File: config.mk
export PLATFORM = sky130hd
export DESIGN_NAME = ifu_top
export DESIGN_NICKNAME = d
export VERILOG_FILES = /design/src/common/ifu_pkg.sv /design/src/hw/ifu/ifu_pc_gen.sv /design/src/hw/ifu/ifu_fetch_buf.sv /design/src/hw/ifu/ifu_inst_align.sv /design/src/hw/ifu_top.sv
export VERILOG_INCLUDE_DIRS = /design/src /design/src/common
export SDC_FILE = /design/constraint.sdc
export NUM_CORES = 1
export LEC_CHECK = 0
export BUFFER_PORTS_ARGS = -buffer_cell sky130_fd_sc_hd__buf_4
export CAP_MARGIN = 0
export CORE_ASPECT_RATIO = 1.2
export CORE_MARGIN = 2
export CORE_UTILIZATION = 51
export CTS_CLUSTER_SIZE = 8
export DETAILED_ROUTE_END_ITERATION = 8
export GPL_ROUTABILITY_DRIVEN = 0
export GPL_TIMING_DRIVEN = 0
export PLACE_DENSITY = 0.71
export SETUP_SLACK_MARGIN = 0.3
export SLEW_MARGIN = 25
export SYNTH_ARGS = -nofsm -noshare
export SYNTH_HDL_FRONTEND = slang
export SYNTH_SLANG_ARGS = --single-unit
File: constraint.sdc
create_clock -name clk -period 11.5 [get_ports clk]
set_input_delay 0.575 -clock clk [delete_from_list [all_inputs] [get_ports clk]]
set_output_delay 0.575 -clock clk [all_outputs]
set_load 0.03 [all_outputs]
File: src/common/ifu_params.svh
// fetch unit sizing macros; include wherever widths, reset PC or buffer depth are needed
`ifndef IFU_PARAMS_SVH
`define IFU_PARAMS_SVH

// instruction address width in bits
`define INST_ADDR_WIDTH 32

// first PC out of reset, must be 8-byte aligned
// (doubleword boundary so the first fetch covers both slots)
`define PC_RESET_ADDR 32'h8000_0000

// fetch buffer entries, power of two
// also the credit limit of requests in flight plus buffered words
`define FBUF_DEPTH 4

`endif

File: src/common/ifu_pkg.sv
// shared fetch types; modules import this package for addresses, instructions and fetch words
`include "ifu_params.svh"

package ifu_pkg;

    // byte address of an instruction
    typedef logic [`INST_ADDR_WIDTH-1:0] inst_addr_t;

    // one rv32 instruction word
    typedef logic [31:0] inst_t;

    // the two instruction slots of a doubleword
    // inst_hi sits at doubleword address + 4
    typedef struct packed {
        inst_t inst_hi;  // bits 63:32
        inst_t inst_lo;  // bits 31:0
    } fetch_slots_t;

    // 64-bit fetch word, written raw by memory and the buffer,
    // read slot by slot by the aligner
    typedef union packed {
        logic [63:0]  raw;    // as returned on the memory port
        fetch_slots_t slots;  // split view
    } fetch_word_u;

endpackage

File: src/hw/ifu/ifu_pc_gen.sv
// program counter generator; issues one fetch request per cycle within the credit limit
`timescale 1ns/1ps
`include "ifu_params.svh"

module ifu_pc_gen (
    input  logic                       clk,
    input  logic                       rst_n,
    input  logic                       mem_ready_i,   // memory can take a request
    input  logic                       jump_valid_i,  // redirect strobe from execute
    input  ifu_pkg::inst_addr_t        jump_addr_i,   // redirect target
    input  logic                       rsp_valid_i,   // one response returned
    input  logic [$clog2(`FBUF_DEPTH):0] buf_used_i,  // slots held in fetch buffer
    output logic                       req_valid_o,   // request strobe
    output ifu_pkg::inst_addr_t        req_addr_o     // request address = current pc
);
    import ifu_pkg::*;

    localparam int CNT_W = $clog2(`FBUF_DEPTH) + 1;
    localparam int SUM_W = CNT_W + 1;  // room for the credit sum

    inst_addr_t        pc_q;
    inst_addr_t        pc_step;         // sequential next pc
    inst_addr_t        pc_d;
    logic [CNT_W-1:0]  outstanding_q;   // requests without response yet
    logic [SUM_W-1:0]  credit_sum;
    logic              credit_ok;

    // every request and every buffered word holds one buffer slot
    assign credit_sum = {1'b0, outstanding_q} + {1'b0, buf_used_i};
    assign credit_ok  = credit_sum < SUM_W'(`FBUF_DEPTH);

    // no request in the jump cycle, the pc is still on the old path
    assign req_valid_o = mem_ready_i && !jump_valid_i && credit_ok;
    assign req_addr_o  = pc_q;

    // upper slot only when bit 2 is set, so just four bytes on
    assign pc_step = pc_q[2] ? (pc_q + inst_addr_t'(4)) : (pc_q + inst_addr_t'(8));

    always_comb begin
        if (jump_valid_i) begin
            pc_d = jump_addr_i;  // redirect wins
        end else if (req_valid_o) begin
            pc_d = pc_step;
        end else begin
            pc_d = pc_q;  // hold while not ready or out of credit
        end
    end

    always_ff @(posedge clk or negedge rst_n) begin
        if (!rst_n) begin
            pc_q <= `PC_RESET_ADDR;
        end else begin
            pc_q <= pc_d;
        end
    end

    // in-flight counter, up per request, down per response
    always_ff @(posedge clk or negedge rst_n) begin
        if (!rst_n) begin
            outstanding_q <= '0;
        end else begin
            case ({req_valid_o, rsp_valid_i})
                2'b10:   outstanding_q <= outstanding_q + CNT_W'(1);
                2'b01:   outstanding_q <= outstanding_q - CNT_W'(1);
                default: outstanding_q <= outstanding_q;  // none or both
            endcase
        end
    end

    // jump targets from execute must keep word alignment
    a_req_aligned: assert property (@(posedge clk) disable iff (!rst_n)
        req_valid_o |-> (req_addr_o[1:0] == 2'b00))
        else $error("fetch request address not 4-byte aligned");

    // memory must not answer more than was asked
    a_rsp_expected: assert property (@(posedge clk) disable iff (!rst_n)
        rsp_valid_i |-> (outstanding_q != '0))
        else $error("response without outstanding request");

    a_credit_limit: assert property (@(posedge clk) disable iff (!rst_n)
        outstanding_q <= CNT_W'(`FBUF_DEPTH))
        else $error("outstanding requests above buffer depth");

endmodule

File: src/hw/ifu/ifu_fetch_buf.sv
// fetch buffer; circular FIFO of returned doublewords and addresses, emptied by a jump flush
`timescale 1ns/1ps
`include "ifu_params.svh"

module ifu_fetch_buf (
    input  logic                         clk,
    input  logic                         rst_n,
    input  logic                         flush_i,     // jump, drop all entries
    input  logic                         wr_valid_i,  // memory response strobe
    input  ifu_pkg::inst_addr_t          wr_addr_i,   // address the response belongs to
    input  ifu_pkg::fetch_word_u         wr_data_i,
    input  logic                         rd_pop_i,    // aligner done with head
    output logic                         rd_valid_o,  // head entry present
    output ifu_pkg::inst_addr_t          rd_addr_o,
    output ifu_pkg::fetch_word_u         rd_data_o,
    output logic [$clog2(`FBUF_DEPTH):0] used_o       // slot count for credits
);
    import ifu_pkg::*;

    localparam int DEPTH = `FBUF_DEPTH;
    localparam int PTR_W = $clog2(DEPTH);
    localparam int CNT_W = PTR_W + 1;

    // storage, payload only
    inst_addr_t        addr_q [DEPTH];
    logic [63:0]       data_q [DEPTH];

    logic [PTR_W-1:0]  wr_ptr_q;
    logic [PTR_W-1:0]  rd_ptr_q;
    logic [CNT_W-1:0]  count_q;
    logic              do_wr;
    logic              do_rd;
    logic              full;

    // a response landing with the flush is from the old path, drop it too
    assign do_wr = wr_valid_i && !flush_i;
    assign do_rd = rd_pop_i && !flush_i;
    assign full  = (count_q == CNT_W'(DEPTH));

    always_ff @(posedge clk) begin
        if (do_wr) begin
            addr_q[wr_ptr_q] <= wr_addr_i;
            data_q[wr_ptr_q] <= wr_data_i.raw;  // stored as raw doubleword
        end
    end

    // pointers wrap on their own, depth is a power of two
    always_ff @(posedge clk or negedge rst_n) begin
        if (!rst_n) begin
            wr_ptr_q <= '0;
            rd_ptr_q <= '0;
        end else if (flush_i) begin
            wr_ptr_q <= '0;
            rd_ptr_q <= '0;
        end else begin
            if (do_wr) begin
                wr_ptr_q <= wr_ptr_q + PTR_W'(1);
            end
            if (do_rd) begin
                rd_ptr_q <= rd_ptr_q + PTR_W'(1);
            end
        end
    end

    always_ff @(posedge clk or negedge rst_n) begin
        if (!rst_n) begin
            count_q <= '0;
        end else if (flush_i) begin
            count_q <= '0;  // one-cycle empty
        end else begin
            case ({do_wr, do_rd})
                2'b10:   count_q <= count_q + CNT_W'(1);
                2'b01:   count_q <= count_q - CNT_W'(1);
                default: count_q <= count_q;
            endcase
        end
    end

    // head is visible the cycle after the write
    assign rd_valid_o     = (count_q != '0);
    assign rd_addr_o      = addr_q[rd_ptr_q];
    assign rd_data_o.raw  = data_q[rd_ptr_q];
    assign used_o         = count_q;

    // credits in the pc generator keep a slot free for every response
    a_no_wr_full: assert property (@(posedge clk) disable iff (!rst_n)
        wr_valid_i && !flush_i |-> !full)
        else $error("fetch buffer written while full");

    a_no_pop_empty: assert property (@(posedge clk) disable iff (!rst_n)
        rd_pop_i |-> rd_valid_o)
        else $error("fetch buffer popped while empty");

endmodule

File: src/hw/ifu/ifu_inst_align.sv
// instruction aligner; splits buffered doublewords into instructions for decode, drops wrong path
`timescale 1ns/1ps
`include "ifu_params.svh"

module ifu_inst_align (
    input  logic                 clk,
    input  logic                 rst_n,
    input  logic                 jump_valid_i,  // redirect strobe
    input  ifu_pkg::inst_addr_t  jump_addr_i,
    input  logic                 dec_stall_i,   // decode hold level
    input  logic                 ent_valid_i,   // buffer head present
    input  ifu_pkg::inst_addr_t  ent_addr_i,
    input  ifu_pkg::fetch_word_u ent_data_i,
    output logic                 ent_pop_o,     // release head entry
    output logic                 inst_valid_o,  // instruction strobe to decode
    output ifu_pkg::inst_t       inst_o,
    output ifu_pkg::inst_addr_t  inst_pc_o
);
    import ifu_pkg::*;

    localparam int AW = `INST_ADDR_WIDTH;

    inst_addr_t exp_pc_q;     // pc of the next instruction to hand out
    logic       out_valid_q;  // output register holds an instruction
    inst_t      out_inst_q;
    inst_addr_t out_pc_q;

    logic       hit;          // head doubleword is the expected one
    logic       can_go;
    logic       fire;         // take one slot this cycle
    inst_t      slot;

    // doubleword compare, bit 2 only picks the slot
    assign hit    = (ent_addr_i[AW-1:3] == exp_pc_q[AW-1:3]);
    assign can_go = ent_valid_i && !dec_stall_i && !jump_valid_i;
    assign fire   = can_go && hit;

    assign slot = exp_pc_q[2] ? ent_data_i.slots.inst_hi
                              : ent_data_i.slots.inst_lo;

    // wrong-path word goes at once, a good one after its upper slot
    assign ent_pop_o = can_go && (!hit || exp_pc_q[2]);

    always_ff @(posedge clk or negedge rst_n) begin
        if (!rst_n) begin
            exp_pc_q    <= `PC_RESET_ADDR;
            out_valid_q <= 1'b0;
        end else if (jump_valid_i) begin
            exp_pc_q    <= jump_addr_i;  // realign on target
            out_valid_q <= 1'b0;         // pending word is old path
        end else if (!dec_stall_i) begin
            out_valid_q <= fire;         // consumed, reload
            if (fire) begin
                exp_pc_q <= exp_pc_q + inst_addr_t'(4);
            end
        end
        // stalled: everything holds
    end

    // payload, no reset
    always_ff @(posedge clk) begin
        if (fire) begin
            out_inst_q <= slot;
            out_pc_q   <= exp_pc_q;
        end
    end

    // held instruction reappears once the stall drops
    assign inst_valid_o = out_valid_q && !dec_stall_i;
    assign inst_o       = out_inst_q;
    assign inst_pc_o    = out_pc_q;

    a_quiet_in_stall: assert property (@(posedge clk) disable iff (!rst_n)
        $rose(inst_valid_o) |-> !dec_stall_i)
        else $error("instruction issued during decode stall");

    // nothing moves at the output while decode holds
    a_hold_in_stall: assert property (@(posedge clk) disable iff (!rst_n)
        dec_stall_i && !jump_valid_i |=> $stable(inst_pc_o) && $stable(inst_o))
        else $error("aligner output changed during decode stall");

endmodule

File: src/hw/ifu_top.sv
// fetch unit top; wires pc generator, fetch buffer and aligner to the memory and decode ports
`timescale 1ns/1ps
`include "ifu_params.svh"

module ifu_top (
    input  logic                 clk,
    input  logic                 rst_n,
    // instruction memory
    input  logic                 mem_ready_i,
    output logic                 mem_req_valid_o,
    output ifu_pkg::inst_addr_t  mem_req_addr_o,
    input  logic                 mem_rsp_valid_i,
    input  ifu_pkg::inst_addr_t  mem_rsp_addr_i,
    input  ifu_pkg::fetch_word_u mem_rsp_data_i,
    // execute redirect
    input  logic                 jump_valid_i,
    input  ifu_pkg::inst_addr_t  jump_addr_i,
    // decode
    input  logic                 dec_stall_i,
    output logic                 inst_valid_o,
    output ifu_pkg::inst_t       inst_o,
    output ifu_pkg::inst_addr_t  inst_pc_o
);
    import ifu_pkg::*;

    logic [$clog2(`FBUF_DEPTH):0] buf_used;  // feeds the credit check
    logic                         ent_pop;
    logic                         ent_valid;
    inst_addr_t                   ent_addr;
    fetch_word_u                  ent_data;

    ifu_pc_gen u_pc_gen (
        .clk          (clk),
        .rst_n        (rst_n),
        .mem_ready_i  (mem_ready_i),
        .jump_valid_i (jump_valid_i),
        .jump_addr_i  (jump_addr_i),
        .rsp_valid_i  (mem_rsp_valid_i),  // returns a credit
        .buf_used_i   (buf_used),
        .req_valid_o  (mem_req_valid_o),
        .req_addr_o   (mem_req_addr_o)
    );

    // every response is written, no back-pressure
    ifu_fetch_buf u_fetch_buf (
        .clk        (clk),
        .rst_n      (rst_n),
        .flush_i    (jump_valid_i),
        .wr_valid_i (mem_rsp_valid_i),
        .wr_addr_i  (mem_rsp_addr_i),
        .wr_data_i  (mem_rsp_data_i),
        .rd_pop_i   (ent_pop),
        .rd_valid_o (ent_valid),
        .rd_addr_o  (ent_addr),
        .rd_data_o  (ent_data),
        .used_o     (buf_used)
    );

    ifu_inst_align u_inst_align (
        .clk          (clk),
        .rst_n        (rst_n),
        .jump_valid_i (jump_valid_i),
        .jump_addr_i  (jump_addr_i),
        .dec_stall_i  (dec_stall_i),
        .ent_valid_i  (ent_valid),
        .ent_addr_i   (ent_addr),
        .ent_data_i   (ent_data),
        .ent_pop_o    (ent_pop),
        .inst_valid_o (inst_valid_o),
        .inst_o       (inst_o),
        .inst_pc_o    (inst_pc_o)
    );

endmodule

== Word-level counts from Yosys, hierarchy flattened ==
Memory sizes are Yosys's and may differ from the RTL's.
Cells that the tools add are included.

* Flip-flop bits (word level): 139
* Memory bits (writable): 384
* Input bits: 134
* Output and inout bits: 98
* Logic and storage cells: 67
* Memories: 2

* Add/sub/neg operators: 10
* Order comparisons: 1
* Eq/ne operators: 6
* Multiplexer cells: 18
* Reduce and logical (&&, ||, !) cells: 21

{| class="wikitable"
|+ Memory list
! name !! depth !! bits a word !! rd ports !! clocked after Yosys merged registers in !! wr ports !! RTL line !! RTL
|-
| u_fetch_buf.data_q || 4 || 64 || 1 || 0 || 1 || ifu_fetch_buf.sv:26 || <nowiki>logic [63:0] data_q [DEPTH];</nowiki>
|-
| u_fetch_buf.addr_q || 4 || 32 || 1 || 0 || 1 || ifu_fetch_buf.sv:25 || <nowiki>inst_addr_t addr_q [DEPTH];</nowiki>
|}

{| class="wikitable"
|+ Operator list
! operator !! count
|-
| 32-bit two-way mux || 7
|-
| 32-bit by 3-bit adder with 32-bit output (second input constant) || 2
|-
| 32-bit by 4-bit adder with 32-bit output (second input constant) || 1
|-
| 29-bit equality test || 1
|-
| 3-bit one-hot mux with 2 select lines || 2
|-
| 2-bit nonzero test || 5
|-
| 1-bit logical AND || 9
|-
| 2-bit two-way mux || 4
|-
| 3-bit by 1-bit adder with 3-bit output (second input constant) || 2
|-
| 3-bit nonzero test || 2
|-
| 3-bit by 1-bit subtractor with 3-bit output (second input constant) || 2
|-
| 2-bit by 1-bit adder with 2-bit output (second input constant) || 2
|-
| 3-bit by 3-bit adder with 4-bit output || 1
|-
| 2-bit by 1-bit equality test with 1-bit output (second input constant) || 2
|-
| 2-bit equality test (second input constant) || 2
|-
| 4-bit by 3-bit less-than comparator with 1-bit output (second input constant) || 1
|-
| 1-bit two-way mux || 4
|-
| 1-bit logical NOT || 3
|-
| 3-bit two-way mux || 1
|-
| 2-bit != test (second input constant) || 1
|-
| 2-bit AND reduction || 1
|-
| 1-bit logical OR || 1
|}

== Logic depth before layout (Yosys ltp) ==
An unclocked memory read counts as a cell.

* Depth in word-level cells: 9
* Depth in mapped cells: 13

== Hierarchy ==
A second synthesis with hierarchy kept.

* Cell total of the unflattened synthesis: 1165
* Area, all modules: 21067.7 um2

{| class="wikitable"
|+ Modules (own cells, without submodules)
! module !! times used !! cells each !! area an instance (um2) !! seq. area each (um2)
|-
| ifu_fetch_buf || 1 || 544 || 14268.7 || 11706.2
|-
| ifu_inst_align || 1 || 374 || 4665.7 || 2748.9
|-
| ifu_pc_gen || 1 || 247 || 2133.3 || 877.1
|}

== Least setup slack after synthesis ==
OpenSTA, ideal clock, no wires.

* Path kind: reg2reg
* Start: register u_fetch_buf.rd_ptr_q[0]
* End: register u_inst_align.out_inst_q[0], in the netlist u_inst_align.inst_o[0], enable pin
* Library setup time: 0.418 ns
* Arrival time: 3.535 ns
* Path slack: 7.547 ns
* Stages on the path, launching flop included: 10
* Clock period less this slack: 3.953 ns
* Path through: dfrtp_1 > buf_6 > buf_6 > mux4_2 > xnor2_1 > nand4_1 > nor4_4 > nand3b_1 > clkbuf_1 > inv_1

* Cells in the longest elaborated chain, start to end: 3

{| class="wikitable"
|+ Ends and longest elaborated chain
! what !! RTL line !! RTL
|-
| start, declared || ifu_fetch_buf.sv:29 || <nowiki>logic [PTR_W-1:0] rd_ptr_q;</nowiki>
|-
| start signal, assigned || ifu_fetch_buf.sv:60 || <nowiki>rd_ptr_q <= rd_ptr_q + PTR_W'(1);</nowiki>
|-
| memory 4 x 32 bit || n/a ||
|-
| 29-bit equality test || ifu_inst_align.sv:34 || <nowiki>assign hit = (ent_addr_i[AW-1:3] == exp_pc_q[AW-1:3]);</nowiki>
|-
| 1-bit logical AND || ifu_inst_align.sv:36 || <nowiki>assign fire = can_go && hit;</nowiki>
|-
| named net u_inst_align.fire || ifu_inst_align.sv:30 || <nowiki>logic fire;</nowiki>
|-
| end signal, assigned || ifu_inst_align.sv:63 || <nowiki>out_inst_q <= slot;</nowiki>
|-
| end, declared || ifu_inst_align.sv:25 || <nowiki>inst_t out_inst_q;</nowiki>
|}

The timed path passes the listed nets, and every way through them passes these cells.
A chain may end at the register's enable or synchronous reset.

== Worst setup path after layout ==
* Start: register u_fetch_buf.rd_ptr_q[1]
* End: register u_inst_align.out_inst_q[21], in the netlist u_inst_align.inst_o[21], enable pin

Same word-level chain as after synthesis.

==> metrics.yaml <==
floorplanning:
  die_h_um: 222.8
  die_x_um: 186.3
  initial_core_util_pct: 51.45
  floorplan.die_area_um2: 41510
  rows: 80
  ioPinCount: 232
  core_area_um2: 39540
route:
  num_vias: 11450
  antenna_left: 0
  drtIter0Drc: 866
  wirelength_mm: 45.26
  drt-vias-per-instance: 5.711
  first_pass_iters: 6
  wl_per_cell_um: 22.57
  drc_errors: 0
clock_network:
  cts_tree: "done"
  cts.clk_slew.worst_paths_ps: 50
  clk_root_buffer_cell: "clkbuf_16"
  clkSinkCount: 511
  htreeDepth: 3
  cts_setup_buffers: 0
  cts-hold-fix-buffers: 0
  cts_buffers: 73
  insertion_delay_ps: 590
  clockBufferDepth: 3
  cts-resized-gates: 0
logic_synthesis:
  synthTopCellsByArea: "edfxtp_1 64%, mux4_2 10%, dfrtp_1 9.0%, mux2_2 1.9%, xnor2_1 1.6%"
  ys_types: 57
  synth_async_sr_flop_share_pct: 14.68
  syn_area_um2: 20340
  synth_ff_type: "edfxtp_1"
  yosysWarnings: 0
  synth_cells: 1125
  syn-num-nets: 1270
  yosysSeqAreaShare_pct: 73.60
  synthMostInstantiatedCell: "edfxtp_1"
  syn_avg_cell_area_um2: 18.08
  synth.top_cell.area_share_pct: 64.36
  synth_common_cells: "436 x edfxtp_1, 93 x mux4_2, 73 x dfrtp_1, 66 x nand2_1"
  ys_ff_latch: 511
  synth_edf_count: 436
  synth_top_cell_by_area: "edfxtp_1"
sta:
  setup_tns_ps: 0
  max_freq_ghz: 0.2414
  worst_pin_slew_ps: 968.4
  slew_violations: 0
  rsz0062_at_grt: "no"
  hold_viol_final: 0
  skew_ps: 24.89
  period_share_pct: 36.02
  setup_violations: 0
  max_slew_margin_pct: 35.44
  finalCriticalPeriod_ps: 4142
finish:
  fillerInstances: 2789
  drive_gt1_share_pct: 31.99
  fin_nets: 1581
  fin_util_pct: 63.20
  syn_to_final_growth_pct: 22.82
  regArea_um2: 14970
  multi_input_area_um2: 5066
critical_path:
  crit_chain: "buf_1 -> mux4_2 -> xnor2_1 -> nand4_1 -> nor4_4 -> nand3b_1 -> clkbuf_1 -> inv_4 -> buf_16"
  cp_num_buf_inv: 4
  rrSetupSlack_ps: 7360
  critPathSlowestCell: "nor4_4"
  cp.required_ps: 11740
  crit_fanout: 34
  critical_path.startpoint_type: "flip-flop"
  path_class: "flip-flop to flip-flop"
  slowest_delay_ps: 630
  path_delay_family: "buffers and inverters"
  crit_path_end_kind: "flip-flop"
  cp.arrival_ps: 4380
global_route:
  grt_pass1_vias: 12070
  grt_overflow: 0
  grt_first_pass_wirelength_mm: 70.15
  grt_max_degree: 76
  antenna_found_initial: 8
  track_usage_pct: 22.41
placement:
  port_buffers: 227
  dp_hpwl_mm: 29.54
pwr:
  peakVddDrop_mv: 0.2045
  cellLeakagePower_uw: 0.008700
  p_per_area_nw_per_um2: 192.0
flow_run:
  max_cap_viol_count: 0
hold_path:
  hold_path.class: "primary input to async pin"
outcome:
  status: "completed"
cell families after synthesis:
| family | after synthesis | synth area share [%] |
|---|---|---|
| DFF | 511 | 73.60 |
| muxes | 135 | 12.57 |
| AOI/OAI and AO/OA | 122 | 3.869 |
| adders and majority gates | 11 | 0.7504 |
| xor gates and xnor gates | 45 | 1.937 |
| buffers and inverters | 77 | 1.550 |
| and+or+nand+nor | 224 | 5.726 |
sequential cells by signal, summed over array words and instances, names as in the netlist:
| name | count |
|---|---|
| u_fetch_buf.data_q | 256 |
| u_fetch_buf.addr_q | 116 |
| u_inst_align.exp_pc_q | 32 |
| u_inst_align.inst_o | 32 |
| u_inst_align.inst_pc_o | 32 |
| u_pc_gen.req_addr_o | 32 |
| u_fetch_buf.used_o | 3 |
| u_pc_gen.outstanding_q | 3 |
| u_fetch_buf.rd_ptr_q | 2 |
| u_fetch_buf.wr_ptr_q | 2 |
| u_inst_align.out_valid_q | 1 |
layout make-up:
class / instances / share of cell area [%]
diodes: 3 / 0.03005
plain buffers: 49 / 0.8663
clock buffers: 102 / 7.832
clock inverters: 6 / 0.3005
inverters: 28 / 0.4306
multi-input cells: 537 / 20.28
flip-flops and latches: 511 / 59.92
well taps: 533 / 2.669
repair buffers: 236 / 7.677
power by group:
| part | leakage [µW] | total [µW] | internal [µW] | switching, µW |
|---|---|---|---|---|
| logic | 0.00289 | 708 | 347 | 362 |
| registers | 0.00484 | 2180 | 2110 | 68.9 |
| clock network | 0.000979 | 1910 | 1170 | 739 |
| total | 0.00870 | 4800 | 3630 | 1170 |
per-layer routing:
| metal | vias to the layer above | part of all wire, % | wire (µm) | global-route usage (%) |
|---|---|---|---|---|
| li1 | 5102 | - | - | - |
| met1 | 5765 | 39 | 17780 | 28.01 |
| met2 | 476 | 50 | 22490 | 37.21 |
| met3 | 97 | 8.3 | 3760 | 6.650 |
| met4 | 10 | 2.6 | 1163 | 8.439 |
| met5 | - | 0.16 | 73 | 0 |
path summary, 6_finish.rpt:
| path | from | end | depth (start not counted) |
|---|---|---|---|
| min in group clk | mem_rsp_data_i[44] | u_fetch_buf.data_q[2][44]$_DFFE_PP_ | 1 |
| setup reg to reg | u_fetch_buf.rd_ptr_q[1]$_DFFE_PN0P_ | u_inst_align.inst_o[21]$_DFFE_PP_ | 9 |
| hold / removal | rst_n | u_pc_gen.req_addr_o[0]$_DFFE_PN0P_ | 1 |
| max in group asynchronous | rst_n | u_inst_align.exp_pc_q[23]$_DFFE_PN0P_ | 1 |
| setup / recovery | u_fetch_buf.rd_ptr_q[1]$_DFFE_PN0P_ | u_inst_align.inst_o[21]$_DFFE_PP_ | 9 |
| hold reg to reg | u_inst_align.exp_pc_q[0]$_DFFE_PN0P_ | u_inst_align.inst_pc_o[0]$_DFFE_PP_ | 0 |
cells in the final DEF (no fill, tap or decap), types with 4 or more instances in the layout:
| cell | netlist | layout |
|---|---|---|
| a21boi_0 | 4 | 4 |
| a21oi_1 | 15 | 15 |
| a31oi_1 | 23 | 23 |
| and2_1 | 8 | 4 |
| and2_4 | 0 | 4 |
| and3_1 | 12 | 12 |
| and4_1 | 5 | 5 |
| buf_1 | 9 | 5 |
| buf_12 | 0 | 5 |
| buf_16 | 0 | 4 |
| buf_2 | 3 | 5 |
| buf_4 | 0 | 226 |
| buf_6 | 3 | 4 |
| clkbuf_1 | 34 | 61 |
| clkbuf_16 | 0 | 74 |
| dfrtp_1 | 73 | 73 |
| edfxtp_1 | 436 | 436 |
| ha_1 | 9 | 9 |
| inv_1 | 26 | 25 |
| mux2_2 | 34 | 34 |
| mux2i_1 | 8 | 8 |
| mux4_2 | 93 | 93 |
| nand2_1 | 66 | 66 |
| nand2b_1 | 6 | 6 |
| nand3_1 | 22 | 22 |
| nand4_1 | 17 | 17 |
| nor2_1 | 40 | 40 |
| nor2b_1 | 4 | 4 |
| nor3_1 | 8 | 8 |
| nor4_1 | 9 | 9 |
| o211ai_1 | 6 | 6 |
| o21ai_0 | 40 | 40 |
| o311ai_0 | 11 | 11 |
| o31ai_1 | 5 | 5 |
| or3_1 | 15 | 15 |
| or4_1 | 4 | 4 |
| xnor2_1 | 37 | 37 |
| xor2_1 | 8 | 8 |
stage by stage:
stage	power, µW	instance area (µm²)	instances	setup slack, ps	hold slack (ps)
5_1_grt	4987	24980	2004	7054	88.04
3_3_place_gp	2911	22710	1885	5554	435.3
3_5_place_dp	2926	22940	1894	7308	442.0
4_1_cts	4849	24970	2002	7229	160.8
6_report	4797	24990	2005	7358	13.72
2_1_floorplan	2691	20340	1125	7547	279.4
Note: power is estimated with default switching activity, not from simulation.
